$ cat src/hw/rename_pkg.sv
// shared widths, types and constants for the rename and retire core
// imported by every block that needs a data word or an architectural register number
`default_nettype none

package rename_pkg;

	localparam int XLEN             = 64;   // data word width
	localparam int ARCH_REGS        = 32;   // architectural register count
	localparam int NUM_RESULT_PORTS = 2;    // result ports competing for the cdb

	typedef logic [XLEN-1:0]               word_t;  // one data value
	typedef logic [$clog2(ARCH_REGS)-1:0]  arn_t;   // architectural register number

	// r31 is hardwired to zero, never renamed
	localparam arn_t ZERO_REG = 5'd31;

endpackage

`default_nettype wire

$ cat src/hw/cdb_arbiter.sv
// fixed-priority pick of one result port per cycle onto the common data bus
// the grant pulse tells the winning port its result was taken
`timescale 1ns/1ps
`default_nettype none

module cdb_arbiter #(
	parameter int ROB_SIZE = 16
) (
	input  wire logic [rename_pkg::NUM_RESULT_PORTS-1:0]    result_valid,
	input  wire logic [rename_pkg::NUM_RESULT_PORTS-1:0][$clog2(ROB_SIZE)-1:0] result_rob_idx,
	input  wire rename_pkg::word_t [rename_pkg::NUM_RESULT_PORTS-1:0] result_value,
	output logic [rename_pkg::NUM_RESULT_PORTS-1:0]         result_grant,
	output logic                                            cdb_valid,
	output logic [$clog2(ROB_SIZE)-1:0]                     cdb_rob_idx,
	output rename_pkg::word_t                               cdb_value
);

	import rename_pkg::*;

	// port 0 wins, an ungranted port keeps its result up
	always_comb begin
		result_grant = '0;
		cdb_rob_idx  = '0;
		cdb_value    = '0;
		for (int i = NUM_RESULT_PORTS - 1; i >= 0; i--) begin  // lowest valid port last
			if (result_valid[i]) begin
				result_grant = '0;
				result_grant[i] = 1'b1;
				cdb_rob_idx  = result_rob_idx[i];
				cdb_value    = result_value[i];
			end
		end
	end

	assign cdb_valid = |result_valid;   // something always wins when any port asks

endmodule

`default_nettype wire

$ cat config.mk
export PLATFORM = sky130hd
export DESIGN_NAME = cdb_arbiter
export DESIGN_NICKNAME = d
export VERILOG_FILES = /design/src/hw/rename_pkg.sv /design/src/hw/cdb_arbiter.sv
export SDC_FILE = /design/constraint.sdc
export NUM_CORES = 1
export LEC_CHECK = 0
export ABC_AREA = 1
export BUFFER_PORTS_ARGS = -buffer_cell sky130_fd_sc_hd__buf_2
export CAP_MARGIN = 10
export CORE_AREA = 2 2 81 83
export DETAILED_ROUTE_END_ITERATION = 6
export DIE_AREA = 0 0 83 85
export PLACE_DENSITY = 0.6
export SLEW_MARGIN = 0
export SYNTH_ARGS = -nofsm -noshare
export SYNTH_HDL_FRONTEND = slang
export SYNTH_SLANG_ARGS = --single-unit
$ cat constraint.sdc
create_clock -name vclk -period 0.9
set_input_delay 0.045 -clock vclk [all_inputs]
set_output_delay 0.045 -clock vclk [all_outputs]
set_load 0.1 [all_outputs]
==> results.ini <==
[outcome]
status = completed

[synthesis]
synthDistinctLibCells = 10
yosys.area.top_type = nand2_1
synthCells = 232
avgSynthCellArea_um2 = 4.64
seq_area_frac_synth_pct = 0
yosys-top-cells-count = nand2_1 (137), nand3_1 (58), buf_2 (16), nand3_2 (10), buf_4 (4)
synthesis.area_um2 = 1080
synth_most_common_cell = nand2_1
syn-num-nets = 370
synthTopCellsByArea = nand2_1 (48%), nand3_1 (27%), nand3_2 (9.3%)
synth_top_area_share_pct = 47.7
synth_warnings = 0

[layout]
drive_gt1_share_pct = 72.7
multi_input_area_um2 = 1440
instances_no_fill = 506
antenna_cells = 0
seq_cells = 0
nNetsFinal = 569
clock_buffers = 0
num-fill-cells = 540
area_growth_pct = 262
regArea_um2 = 0

[floorplanning]
pin_count = 209
die_w_um = 83
dieArea_um2 = 7060
std_cell_rows = 29
die_y_um = 85
start_util_pct = 17.4
coreArea_um2 = 6200

[detailed_routing]
antenna_left = 0
routed_wl_um = 6810
drtIter0Drc = 68
drc = 0
avgRoutedWirePerCell_um = 13.5
routed_via_density = 4.55
via_count = 2300
first_pass_iters = 4

[global_routing]
globalRoute.totalOverflow = 0
grt_usage_pct = 16.8
grt_pass1_vias = 2264
grt_max_degree = 39
grt_antenna_before_repair = 0
grt_pass1_wl_um = 10200

[sta]
rsz0062_at_grt = true
slew_headroom_pct = 87.7
max_freq_ghz = 1.13
worst_pin_slew_ns = 0.184
whs_ns = 0.469
final_hold_viol_count = 0
slew_violations = 0
final-setup-viol-count = 0
period_share_pct = 98.3
min_period_ns = 0.884

[worst_setup_path]
worstSetupStartpoint = result_valid[1]
cp.required_ns = 0.85
start_kind = primary input
crit_fanout = 34
endpoint_kind = output port
crit_type = in2out
critical_path_arrival_ns = 0.84

[worst_hold_path]
holdPathStages = 4
hold_class = in2out
holdPathEnd = cdb_value[3]
hold_start = result_value[3]

[place]
gp_congestion = 0.824
dp_cells = 501
hpwl_um = 5370
io_buffers = 209

[power]
powerDensity_nw_per_um2 = 1020
ir_drop_mv = 0.662
leakage_nw = 1.98

[cts]
post-cts-setup-buffer-count = 0

[flow_run]
drv_cap = 0

metal layers:
layer | track usage (%) | vias up | part of all wire, %
met3 | 3.02 | 14 | 7.4
met1 | 18.2 | 1028 | 36
met4 | 3.13 | 0 | 2.4
met2 | 33.7 | 124 | 54
li1 | - | 1134 | -
met5 | 0 | - | 0
metrics by stage:
step	area (um^2)	power (mW)	setup slack (ns)	TNS (ns)	utilization (%)
3_3_place_gp	3720	3.87	-0.0961	-2.74	60.0
6_report	3900	3.97	0.0156	0	62.8
5_1_grt	3900	4.10	-0.0339	-0.186	62.8
3_5_place_dp	3720	3.90	-0.143	-3.65	60.0
2_1_floorplan	1560	2.41	-0.147	-0.147	-
4_1_cts	3730	3.91	-0.0599	-1.43	60.1
cell type report:
| cell class | count | area share [%] |
|---|---|---|
| multi-input combinational | 206 | 36.9 |
| timing repair buffer | 221 | 60.1 |
| inverter | 2 | 0.513 |
| tap | 77 | 2.47 |
how the worst max path moves through the flow:
stage,end,slack [ns],cells after the start
after floorplan,result_grant[1],-0.15,5
after detailed placement,cdb_value[36],-0.14,5
after global placement,cdb_value[51],-0.1,5
after CTS,cdb_value[44],-0.06,6
after global routing,result_grant[1],-0.03,5
final,result_grant[1],0.02,5
power breakdown:
part	total (mW)	switching, mW	leakage, nW	internal (mW)
combinational	3.97	2.53	1.98	1.44
clock	0	0	0	0
sequential	0	0	0	0
placed cells by master (no fill, tap or decap):
cell type and n:
nand2_4 60, clkbuf_16 3, nand3_2 20, buf_4 1
inv_1 1, nand2_2 9, buf_6 3, nand3_1 48
clkinv_8 1, nor2_4 1, nand2_1 68, buf_12 77
buf_2 137
repair_timing:
action | in CTS | in global routing
resized for setup | 1 | 19
hold buffers | 0 | 0
gates cloned | 0 | 5
endpoints found under the setup margin | 59 | 70
worst max-delay path, stage by stage:
cell	delay, ns
buf_2	0.13
buf_12	0.21
inv_1	0.13
nor2_4	0.12
buf_12	0.18
cell families after synthesis:
logic type             after synthesis  share of synthesized area, %
buffers and inverters               26                          15.7
AND/OR/NAND/NOR                    206                          84.3
No activity file was read; power rests on OpenSTA's default activity.
