--- src/hw/rename_pkg.sv ---
// shared widths, types and constants for the rename and retire core
// imported by every block that needs a data word or an architectural register number
`default_nettype none

package rename_pkg;

	localparam int XLEN             = 64;   // data word width
	localparam int ARCH_REGS        = 32;   // architectural register count
	localparam int NUM_RESULT_PORTS = 2;    // result ports competing for the cdb

	typedef logic [XLEN-1:0]               word_t;  // one data value
	typedef logic [$clog2(ARCH_REGS)-1:0]  arn_t;   // architectural register number

	// r31 is hardwired to zero, never renamed
	localparam arn_t ZERO_REG = 5'd31;

endpackage

`default_nettype wire

--- src/hw/free_list.sv ---
// pool of unallocated physical registers, one bit each
// offers the lowest free index, takes back registers released at retire
`timescale 1ns/1ps
`default_nettype none

module free_list #(
	parameter int PRF_SIZE = 40
) (
	input  wire logic                           clock,
	input  wire logic                           rst_n,
	input  wire logic                           alloc_en,   // renamed dispatch this cycle
	input  wire logic                           free_en,    // retire of a renamed entry
	input  wire logic [$clog2(PRF_SIZE)-1:0]    free_prn,
	output logic [$clog2(PRF_SIZE)-1:0]         alloc_prn,
	output logic                                free_empty
);

	import rename_pkg::*;

	localparam int PRN_W = $clog2(PRF_SIZE);

	logic [PRF_SIZE-1:0] free_q;    // 1 = register available

	assign free_empty = ~|free_q;

	// lowest-index pick, scanning downward so the last hit wins
	always_comb begin
		alloc_prn = '0;
		for (int i = PRF_SIZE - 1; i >= 0; i--) begin
			if (free_q[i]) begin
				alloc_prn = PRN_W'(i);
			end
		end
	end

	////////////////////////////////////////////////////////////////////////////
	// allocate and release
	////////////////////////////////////////////////////////////////////////////
	always_ff @(posedge clock) begin
		if (!rst_n) begin
			for (int i = 0; i < PRF_SIZE; i++) begin
				free_q[i] <= (i >= ARCH_REGS);  // low registers hold the arch state
			end
		end else begin
			if (alloc_en) begin
				free_q[alloc_prn] <= 1'b0;
			end
			// a register being freed is never the one being allocated
			if (free_en) begin
				free_q[free_prn] <= 1'b1;
			end
		end
	end

endmodule

`default_nettype wire

--- config.mk ---
export PLATFORM = sky130hd
export DESIGN_NAME = free_list
export DESIGN_NICKNAME = d
export VERILOG_FILES = /design/src/hw/rename_pkg.sv /design/src/hw/free_list.sv
export SDC_FILE = /design/constraint.sdc
export NUM_CORES = 1
export LEC_CHECK = 0
export ABC_AREA = 1
export BUFFER_PORTS_ARGS = -buffer_cell sky130_fd_sc_hd__buf_2
export CAP_MARGIN = 25
export CORE_UTILIZATION = 45
export CTS_CLUSTER_SIZE = 12
export DETAILED_ROUTE_END_ITERATION = 10
export PLACE_DENSITY = 0.69
export SLEW_MARGIN = 20
export SYNTH_ARGS = -nofsm -noshare
export SYNTH_HDL_FRONTEND = slang
export SYNTH_SLANG_ARGS = --single-unit
export TNS_END_PERCENT = 1
--- constraint.sdc ---
create_clock -name clock -period 4.6 [get_ports clock]
set_input_delay 1.38 -clock clock [delete_from_list [all_inputs] [get_ports clock]]
set_output_delay 1.38 -clock clock [all_outputs]
set_load 0.005 [all_outputs]
==> flow_summary.ini <==
[route]
drtIter0Drc = 270
routed_via_density = 5.34
drc = 0
wl_per_cell_microns = 14.2
wl_microns = 6770
dr.pass1.iters = 6
vias = 2549
drtAntennaViolNets = 0

[worst_setup_path]
startpoint_type = flip-flop
crit_end = alloc_prn[0]
max_stage_delay_ns = 0.35
startpoint = free_q[38]
crit_buf_inv = 3
path_delay_family = simple AND/OR/NAND/NOR gates
r2r_start = free_q[38]
crit_cells = 42
cp_data_arrival_time_ns = 2.83
end_kind = primary output
reg2reg_depth = 21
cp_common_cell = nand2_1
r2r-end = free_q[11]
r2r_setup_slack_ns = 1.42
critPathSlowestCell = dfxtp_2
path_max_fanout = 4
critical_path_class = flip-flop to primary output
required_ns = 3.22

[cts]
cts_max_level = 2
clk_latency_ns = 0.30
cts_tree = yes
cts_buffer_depth = 2
cts_sinks = 40
cts_made_buffers = 5
clockRootBuffer = clkbuf_8
clk_pin_slew_ns = 0.08

[synthesis]
syn-num-nets = 396
syn_inst = 386
netlist_area_sq_um = 2410
synth_area_leader_cell = dfxtp_1
ys_types = 23
synth_top_flop_cell = dfxtp_1
synth_common_cells = nand2_1 (127), inv_1 (56), nand3_1 (41)
syn_area_per_cell_sq_um = 6.24
synth_edf_count = 0
netlist.area_leader.share = 0.333
synth.most_common_cell = nand2_1
yosysWarningCount = 0
synth.area.top_cells = dfxtp_1 (33%), nand2_1 (20%), inv_1 (8.7%), nand3_1 (8.5%), a21oi_2 (5.5%)
async_reset_ff_frac = 0
seq_area_frac_synth = 0.333
ys_ff_latch = 40

[layout]
multi_input_area_sq_um = 1350
nNetsFinal = 416
diodes = 0
top_regs = free_q (40)
regMostFlops = free_q
largest_reg_flops = 40
drive_gt1_frac = 0.133
area_growth_pct = 11.2
fill_cells = 557
register_area_sq_um = 803

[floorplan]
dieArea_sq_um = 5650
start_util = 0.468
die_width_microns = 75.1
chipHeight_microns = 75.1
coreArea_sq_um = 5140
rows = 26
ios = 17

[job]
drv_cap = 0

[placement]
hpwl_microns = 4710
io_buffers = 16
pre_cts_ws_ns = 0.599
place.gp.congestion = 0.910

[pwr]
power_density_nw_per_um2 = 293
leakage_nw = 1.11
power_mw = 0.783
ir_drop_uv = 175

[global_route]
grt_start_max_net_pins = 22
grt_pass1_vias = 2144
antenna_found_initial = 0
grt_usage = 0.258
grt_overflow = 0
grt_pass1_wl_microns = 10600

[timing]
setup_violations = 0
finalSetupTns_ns = 0
rsz0062_at_grt = true
timing.final.crit_share = 0.915
fin_ws_ns = 0.389
finalMaxSlewViolations = 0
slew_headroom = 0.317
skew_ns = 0.00686
worstMarginPinSlew_ns = 1.02
clock.fmax_ghz = 0.237
finalHoldViolations = 0
min_period_ns = 4.21

[outcome]
status = complete, no violations

[hold_path]
hold_class = flip-flop to flip-flop
[tightest hold or removal path, cell delays in order, from the launching register on]
cell	delay, ns
dfxtp_2	0.33
nand2_1	0.06
nand2_1	0.04
[metal layers]
metal / GRT usage / wire (microns) / vias up / part of all wire
li1: - / - / 1298 / -
met4: 0.0597 / 121 / 0 / 0.018
met2: 0.428 / 3140 / 68 / 0.46
met3: 0.0495 / 327 / 12 / 0.048
met5: 0 / 0 / - / 0
met1: 0.346 / 3180 / 1171 / 0.47
[cell type report]
class                      count  share of cell area
clock buffer                   8              0.0337
timing repair buffer          21              0.0463
inverter                      59              0.0837
tap                           70              0.0327
sequential                    40               0.300
multi-input combinational    279               0.504
[through the flow]
stage	hold slack (ns)	instances	util	area, sq um
CTS	0.464	474	0.512	2630
floorplan	0.436	386	-	2410
global route	0.492	477	0.521	2680
detailed placement	0.454	466	0.495	2540
finish	0.461	477	0.521	2680
global placement	0.455	466	0.494	2540
[worst min path at each step]
stage | from | endpoint | slack (ns) | cells after the start
after detailed placement | free_q[1] | free_q[1] | 0.45 | 2
final | free_q[39] | free_q[39] | 0.46 | 2
after floorplan | free_q[36] | free_q[36] | 0.44 | 2
after CTS | free_q[1] | free_q[1] | 0.46 | 2
after global placement | free_q[38] | free_q[38] | 0.45 | 2
after global routing | free_q[39] | free_q[39] | 0.49 | 2
[cells in the final DEF (no fill, tap or decap)]
cell and n:
nand4_1 16, nand2_1 127, nor4_2 1, buf_4 5, inv_1 54, clkinv_1 2
o21ai_1 1, buf_2 15, or2_2 2, o311ai_0 1, dfxtp_1 38, nand2_2 1
a21oi_1 26, inv_2 2, a21oi_2 15, nor3_1 10, nand2_4 1, nor4_1 9
nor2_1 21, a21boi_0 1, buf_6 1, o21ai_0 2, dfxtp_2 2, clkbuf_8 6
inv_4 1, clkbuf_1 2, nand3_1 41, nand2_8 1, a211oi_2 1, a31oi_1 2
[kinds of logic (layout without fill, tap and decap cells)]
| family | count (synthesis) | count (layout) | share of synthesized area |
|---|---|---|---|
| AND/OR/NAND/NOR | 230 | 230 | 0.422 |
| buffers and inverters | 67 | 88 | 0.114 |
| AO/OA/AOI/OAI | 49 | 49 | 0.132 |
| flip-flops | 40 | 40 | 0.333 |
[power breakdown]
group	internal (mW)	total [mW]	leakage (nW)	switching (mW)
combinational	0.0582	0.182	0.742	0.124
sequential	0.352	0.357	0.322	0.00501
clock	0.122	0.244	0.0455	0.121
[what timing repair did]
action / in CTS / in global routing
buffers inserted: 0 / 3
resized for setup: 0 / 7
endpoints found under the setup margin: 0 / 1
hold buffers: 0 / 0
Power figures use the tool's default switching activity.
