--- config.mk ---
export PLATFORM = sky130hd
export DESIGN_NAME = reorder_buffer
export DESIGN_NICKNAME = d
export VERILOG_FILES = /design/src/hw/rename_pkg.sv /design/src/hw/reorder_buffer.sv
export SDC_FILE = /design/constraint.sdc
export NUM_CORES = 1
export LEC_CHECK = 0
export ABC_AREA = 1
export BUFFER_PORTS_ARGS = -buffer_cell sky130_fd_sc_hd__buf_4
export CELL_PAD_IN_SITES_DETAIL_PLACEMENT = 2
export CELL_PAD_IN_SITES_GLOBAL_PLACEMENT = 2
export CORE_UTILIZATION = 42
export DETAILED_ROUTE_END_ITERATION = 8
export GPL_ROUTABILITY_DRIVEN = 0
export PLACE_DENSITY = 0.83
export SETUP_SLACK_MARGIN = 0.1
export SYNTH_ARGS = -nofsm -noshare
export SYNTH_HDL_FRONTEND = slang
export SYNTH_SLANG_ARGS = --single-unit
--- constraint.sdc ---
create_clock -name clock -period 2.8 [get_ports clock]
set_clock_uncertainty 0.1 [all_clocks]
set_input_delay 0 -clock clock [delete_from_list [all_inputs] [get_ports clock]]
set_output_delay 0 -clock clock [all_outputs]
set_load 0.03 [all_outputs]
--- src/hw/rename_pkg.sv ---
// shared widths, types and constants for the rename and retire core
// imported by every block that needs a data word or an architectural register number
`default_nettype none

package rename_pkg;

	localparam int XLEN             = 64;   // data word width
	localparam int ARCH_REGS        = 32;   // architectural register count
	localparam int NUM_RESULT_PORTS = 2;    // result ports competing for the cdb

	typedef logic [XLEN-1:0]               word_t;  // one data value
	typedef logic [$clog2(ARCH_REGS)-1:0]  arn_t;   // architectural register number

	// r31 is hardwired to zero, never renamed
	localparam arn_t ZERO_REG = 5'd31;

endpackage

`default_nettype wire

--- src/hw/reorder_buffer.sv ---
// circular in-order buffer between dispatch and retire
// accepts dispatches, marks entries done from the cdb and retires the head
`timescale 1ns/1ps
`default_nettype none

module reorder_buffer #(
	parameter int PRF_SIZE = 40,
	parameter int ROB_SIZE = 16
) (
	input  wire logic                           clock,
	input  wire logic                           rst_n,
	input  wire logic                           dispatch_valid,
	input  wire rename_pkg::arn_t               dispatch_dest_arn,
	input  wire logic                           rename_req,
	input  wire logic                           free_empty,
	input  wire logic [$clog2(PRF_SIZE)-1:0]    alloc_prn,
	input  wire logic [$clog2(PRF_SIZE)-1:0]    old_prn,
	input  wire logic                           cdb_valid,
	input  wire logic [$clog2(ROB_SIZE)-1:0]    cdb_rob_idx,
	output logic                                dispatch_ready,
	output logic                                dispatch_fire,
	output logic [$clog2(ROB_SIZE)-1:0]         dispatch_rob_idx,
	output logic [$clog2(PRF_SIZE)-1:0]         cdb_prn,        // target of the cdb write
	output logic                                commit_valid,
	output rename_pkg::arn_t                    commit_arn,
	output logic                                commit_wr_en,
	output logic [$clog2(PRF_SIZE)-1:0]         commit_prn,
	output logic                                free_en,
	output logic [$clog2(PRF_SIZE)-1:0]         free_prn
);

	import rename_pkg::*;

	localparam int PRN_W = $clog2(PRF_SIZE);
	localparam int ROB_W = $clog2(ROB_SIZE);

	// per-entry state
	logic [ROB_SIZE-1:0] done_q;                // result has been on the cdb
	logic [ROB_SIZE-1:0] renamed_q;             // entry holds a fresh register
	arn_t                dest_q    [ROB_SIZE];
	logic [PRN_W-1:0]    new_prn_q [ROB_SIZE];
	logic [PRN_W-1:0]    old_prn_q [ROB_SIZE];

	logic [ROB_W-1:0] head_q, tail_q;
	logic [ROB_W:0]   count_q;                  // one extra bit to tell full from empty
	logic             full;

	// pointer step with explicit wrap, depth need not be a power of two
	function automatic logic [ROB_W-1:0] ptr_next(input logic [ROB_W-1:0] ptr);
		return (ptr == ROB_W'(ROB_SIZE - 1)) ? '0 : ptr + 1'b1;
	endfunction

	////////////////////////////////////////////////////////////////////////////
	// dispatch side
	////////////////////////////////////////////////////////////////////////////
	assign full             = (count_q == (ROB_W + 1)'(ROB_SIZE));
	assign dispatch_ready   = !full && (!rename_req || !free_empty);   // zero dest needs no prn
	assign dispatch_fire    = dispatch_valid && dispatch_ready;
	assign dispatch_rob_idx = tail_q;

	assign cdb_prn = new_prn_q[cdb_rob_idx];    // prf write goes where the entry renamed to

	////////////////////////////////////////////////////////////////////////////
	// retire side
	////////////////////////////////////////////////////////////////////////////
	assign commit_valid = (count_q != '0) && done_q[head_q];
	assign commit_arn   = dest_q[head_q];
	assign commit_wr_en = renamed_q[head_q];
	assign commit_prn   = new_prn_q[head_q];
	assign free_en      = commit_valid && renamed_q[head_q];  // old mapping is now dead
	assign free_prn     = old_prn_q[head_q];

	// control state
	always_ff @(posedge clock) begin
		if (!rst_n) begin
			head_q  <= '0;
			tail_q  <= '0;
			count_q <= '0;
			done_q  <= '0;
		end else begin
			if (cdb_valid) begin
				done_q[cdb_rob_idx] <= 1'b1;
			end
			if (dispatch_fire) begin
				done_q[tail_q] <= 1'b0;
				tail_q         <= ptr_next(tail_q);
			end
			if (commit_valid) begin
				head_q <= ptr_next(head_q);     // one retire per cycle at most
			end
			case ({dispatch_fire, commit_valid})
				2'b10:   count_q <= count_q + 1'b1;
				2'b01:   count_q <= count_q - 1'b1;
				default: count_q <= count_q;   // both or neither
			endcase
		end
	end

	// entry payload, written at the tail only
	always_ff @(posedge clock) begin
		if (dispatch_fire) begin
			dest_q[tail_q]    <= dispatch_dest_arn;
			renamed_q[tail_q] <= rename_req;
			new_prn_q[tail_q] <= rename_req ? alloc_prn : PRN_W'(ZERO_REG);
			old_prn_q[tail_q] <= old_prn;
		end
	end

endmodule

`default_nettype wire

==> results by stage <==
Drt:
- Once detail routing completed, the nets flagged for antenna violations numbered 0.
- The violation count after the first detailed-routing iteration is about 1100.
- The routed layout has roughly 11000 vias.
- Wires add up to between 50000 and 60000 um.
- The total length of routed met3 wires is about 3600 um.
- The top routing layer in use is met5.
- Dividing the detail-routed wire length by the instance count gives between 30 and 40 um.
- The number of vias per cell after detailed routing is 6.13.
- The met1 wire length is between 20000 and 25000 um.
- Wire segments on met2 add up to between 20000 and 30000 um in the final route.
- After detailed routing, the number of remaining DRC violations is 0.
- The detailed-router iteration count before antenna repair is 5.

Die:
- The floorplan die area is 33500 um2.
- 59 I/O pins were placed.
- The count of standard-cell rows is 65.
- The area of the placeable core is roughly 32000 um2.
- The starting density of the core is 0.432.
- From left edge to right edge, the die measures about 180 um.
- The die boundary height is between 150 and 200 um.

Critical path:
- In this design, the stage delay of the slowest critical-path cell is 430 ps.
- The slowest stage of the critical path is the sky130_fd_sc_hd__dfxtp_4 cell.
- The endpoint identified for the worst register-to-register timing path is count_q[2]$_SDFFE_PN0P_.
- The depth of the worst register-to-register path is 16.
- The critical path starts at head_q[0]$_SDFFE_PN0N_.
- The data arrival at the endpoint of the critical path is roughly 3000 ps.
- Data on the critical path is required at its endpoint by 3100 ps.
- Traced cell by cell, the critical path runs through buf_6, nand2_1, nand3_2, nand3_2, nand3_2, nand2_2, nand2_4, inv_4, ha_4, xor2_2, ha_2, a21o_1, buf_4, xor2_1, o21ai_1, inv_1.
- The reg2reg setup slack is around 110 ps.
- Of all nets on the critical path, the largest fanout is 6.
- The critical path is of the reg -> reg type.
- The cell repeated most along the worst path is sky130_fd_sc_hd__nand3_2.
- The critical path endpoint category is a flop.
- The startpoint identified for the worst register-to-register timing path is head_q[0]$_SDFFE_PN0N_.
- The kind of start point of the critical path is a flop.

Timing:
- Adding up every negative setup slack in the final design gives 0 ps.
- The actual slew at the worst max-slew pin is between 900 and 1000 ps.
- Across all setup checks in the final design, the least slack found is 107 ps.
- Dividing the final minimum period by the clock period gives 0.962.
- The final number of max-transition violations came to 0.
- Based on the critical path, the design can be clocked at up to ~0.37 GHz.
- The worst pin sits at a relative slew slack of 0.371.
- The clock period minus final worst setup slack is around 2700 ps.
- Setup violations remaining at the end of the flow were counted as 0.
- The final number of hold-violating endpoints is 0.
- The worst hold slack after final layout is between 80 and 90 ps.
- Setup repair after global routing left no endpoint under its margin.

Run:
- The reported max-cap violation count is 0.

Logic synthesis:
- For this run, the register share of the synthesized area comes to 0.676.
- The synthesized cell area is approximately 14000 um2.
- The flop and latch count out of synthesis is roughly 320.
- The count of flip-flops with a built-in enable after synthesis is about 290.
- Counting every net in the synthesized netlist gives roughly 1200.
- The average footprint of a synthesized cell is 11.5 um2.
- For this run, the leading register cell type out of synthesis is sky130_fd_sc_hd__edfxtp_1.
- The number of synthesis warnings is 0.
- Ranked by total cell area, the synthesized netlist is headed by sky130_fd_sc_hd__edfxtp_1 63%, sky130_fd_sc_hd__o21ai_0 5.8%, sky130_fd_sc_hd__nor2_1 5.0%.
- The top cell type by total area after synthesis is sky130_fd_sc_hd__edfxtp_1.
- The number of standard cells after synthesis is 1200.
- The share of synthesized area in the top cell type comes to 0.628.
- Counting flops with an async set or reset pin after synthesis yields a share of 0.
- The number of unique standard cell types used by synthesis is 36.

Global routing:
- The initial antenna violation count was 1.
- Summed over all layers, the global routing overflow is 0.
- Across every metal layer, demand over resource in global routing totals 0.312.
- The number of global-route vias before repair is roughly 12000.
- The first-pass GRT wire length is about 76000 um.
- Entering global routing, the biggest net connects ~140 pins.

Finish:
- The area growth from synthesis to layout is 18.2%.
- After routing the design area is ~16000 um2.
- 0 antenna diodes ended up in the layout.
- Leaving out fill and tap cells, the most frequent cell in the layout is sky130_fd_sc_hd__edfxtp_1.
- The number of nets in the finished design is between 1000 and 1500.
- In the final layout, the share of cells above drive strength 1 is 0.161.
- The library cells used most frequently in the layout, excluding fill and tap cells, are 288 x sky130_fd_sc_hd__edfxtp_1, 172 x sky130_fd_sc_hd__nor2_1, 159 x sky130_fd_sc_hd__o21ai_0.

Power:
- The worst vdd rail ir drop is just over 600 uV.
- The total power per unit cell area is slightly below 700 nW/um2.
- Summed over all cells, the static leakage comes to between 0.005 and 0.006 uW.

Placement:
- The worst setup slack after placement is roughly 41 ps.
- Once placement finished, the instance area stood at 14800 um2.
- The detailed-placement wirelength estimate is about 29000 um.
- Input and output buffers added on the ports amount to between 50 and 60.

Worst hold path:
- Along the worst hold path, the cell count comes to 3.
- The end point of the worst hold path is new_prn_q[10][0]$_DFFE_PP_.
- The path class of the tightest hold or removal check is in -> reg.
- The startpoint of the lowest-slack hold path is alloc_prn[0].

Run status:
- The run finished with clean final reports.

CTS:
- Counting along the longest clock path gives a buffer depth of 3.
- The clock slew seen by the registers of the worst setup and hold paths is 70 ps.
- The clock latency on the worst-skew pair is between 500 and 600 ps.
- CTS placed an instance of sky130_fd_sc_hd__clkbuf_16 at the clock tree root.
- The number of H-tree levels is 2.
- TritonCTS created 36 clock buffers.
- Clock tree synthesis found a total of between 300 and 400 sinks.
- The TritonCTS clock tree is yes.
synthesized netlist by cell type, types with 5 or more instances:
cell type	instances
sky130_fd_sc_hd__o221ai_1	51
sky130_fd_sc_hd__dfxtp_1	33
sky130_fd_sc_hd__xor2_1	7
sky130_fd_sc_hd__o21ai_0	160
sky130_fd_sc_hd__o211ai_1	19
sky130_fd_sc_hd__a21oi_1	18
sky130_fd_sc_hd__edfxtp_1	288
sky130_fd_sc_hd__nand4_1	6
sky130_fd_sc_hd__ha_1	9
sky130_fd_sc_hd__clkbuf_1	28
sky130_fd_sc_hd__o22ai_1	22
sky130_fd_sc_hd__buf_2	27
sky130_fd_sc_hd__buf_6	5
sky130_fd_sc_hd__nor2_1	184
sky130_fd_sc_hd__nor2_2	5
sky130_fd_sc_hd__buf_4	7
sky130_fd_sc_hd__nand2_1	151
sky130_fd_sc_hd__inv_2	6
sky130_fd_sc_hd__inv_1	69
sky130_fd_sc_hd__nand3_1	38
sky130_fd_sc_hd__a22oi_1	48
registers in the layout (all words and copies together), names as in the netlist, named ones only:
| signal | flops |
|---|---|
| dest_q | 80 |
| new_prn_q | 96 |
| done_q | 16 |
| head_q | 4 |
| dispatch_rob_idx | 4 |
| old_prn_q | 96 |
| renamed_q | 16 |
| count_q | 5 |
cell type report:
| type | instances | area (um2) |
|---|---|---|
| clock buffer | 45 | 976 |
| clock inverter | 18 | 151 |
| fill | 3128 | 15600 |
| inverter | 79 | 317 |
| multi-input combinational | 730 | 3890 |
| sequential | 321 | 9320 |
| tap | 435 | 544 |
| timing repair buffer | 126 | 1070 |
layer usage:
| layer | up-vias | global-route usage |
|---|---|---|
| met2 | 504 | 0.534 |
| met1 | 5550 | 0.386 |
| met3 | 152 | 0.0530 |
| met5 | - | 0 |
| li1 | 4550 | - |
| met4 | 2 | 0.143 |
power by group:
part | switching, uW | internal [uW] | total (uW)
registers | 64.4 | 5280 | 5350
logic | 926 | 399 | 1330
clock network | 1990 | 2660 | 4650
total | 2980 | 8340 | 11300
how the worst max path moves through the flow:
| stage | endpoint |
|---|---|
| floorplan | count_q[4]$_SDFFE_PN0P_ |
| global placement | count_q[4]$_SDFFE_PN0P_ |
| detailed placement | count_q[4]$_SDFFE_PN0P_ |
| CTS | count_q[4]$_SDFFE_PN0P_ |
| global route | count_q[4]$_SDFFE_PN0P_ |
| finish | count_q[2]$_SDFFE_PN0P_ |
metrics by stage:
stage / total power (uW) / std cells / util
after floorplan: 6140 / 1200 / -
after global placement: 6580 / 1663 / 0.464
after detailed placement: 6650 / 1663 / 0.464
after CTS: 11300 / 1745 / 0.506
after global routing: 11600 / 1754 / 0.510
final: 11300 / 1754 / 0.510
critical path, delay by kind of cell (launching register included):
| family | cells | cell delay, ps |
|---|---|---|
| and+or+nand+nor | 6 | 580 |
| DFF | 1 | 430 |
| buffers and inverters | 4 | 420 |
| adders and majority gates | 2 | 360 |
| AOI/OAI and AO/OA | 2 | 340 |
| xor gates and xnor gates | 2 | 320 |
kinds of logic (layout without fill, tap and decap cells):
logic type | count (synthesis) | count (layout) | share of synthesized area
DFF | 321 | 321 | 0.676
AOI/OAI and AO/OA | 321 | 321 | 0.145
and+or+nand+nor | 392 | 392 | 0.116
buffers and inverters | 149 | 268 | 0.0483
xor gates and xnor gates | 8 | 8 | 0.00563
adders and majority gates | 9 | 9 | 0.00818
repair_timing:
item,in CTS,in global routing
setup buffers,0,9
gates resized for setup,5,25
hold endpoints to repair,219,0
hold buffers,19,0
pin swaps,0,7
endpoints found under the setup margin,2,3
(Power assumes the default switching activity.)
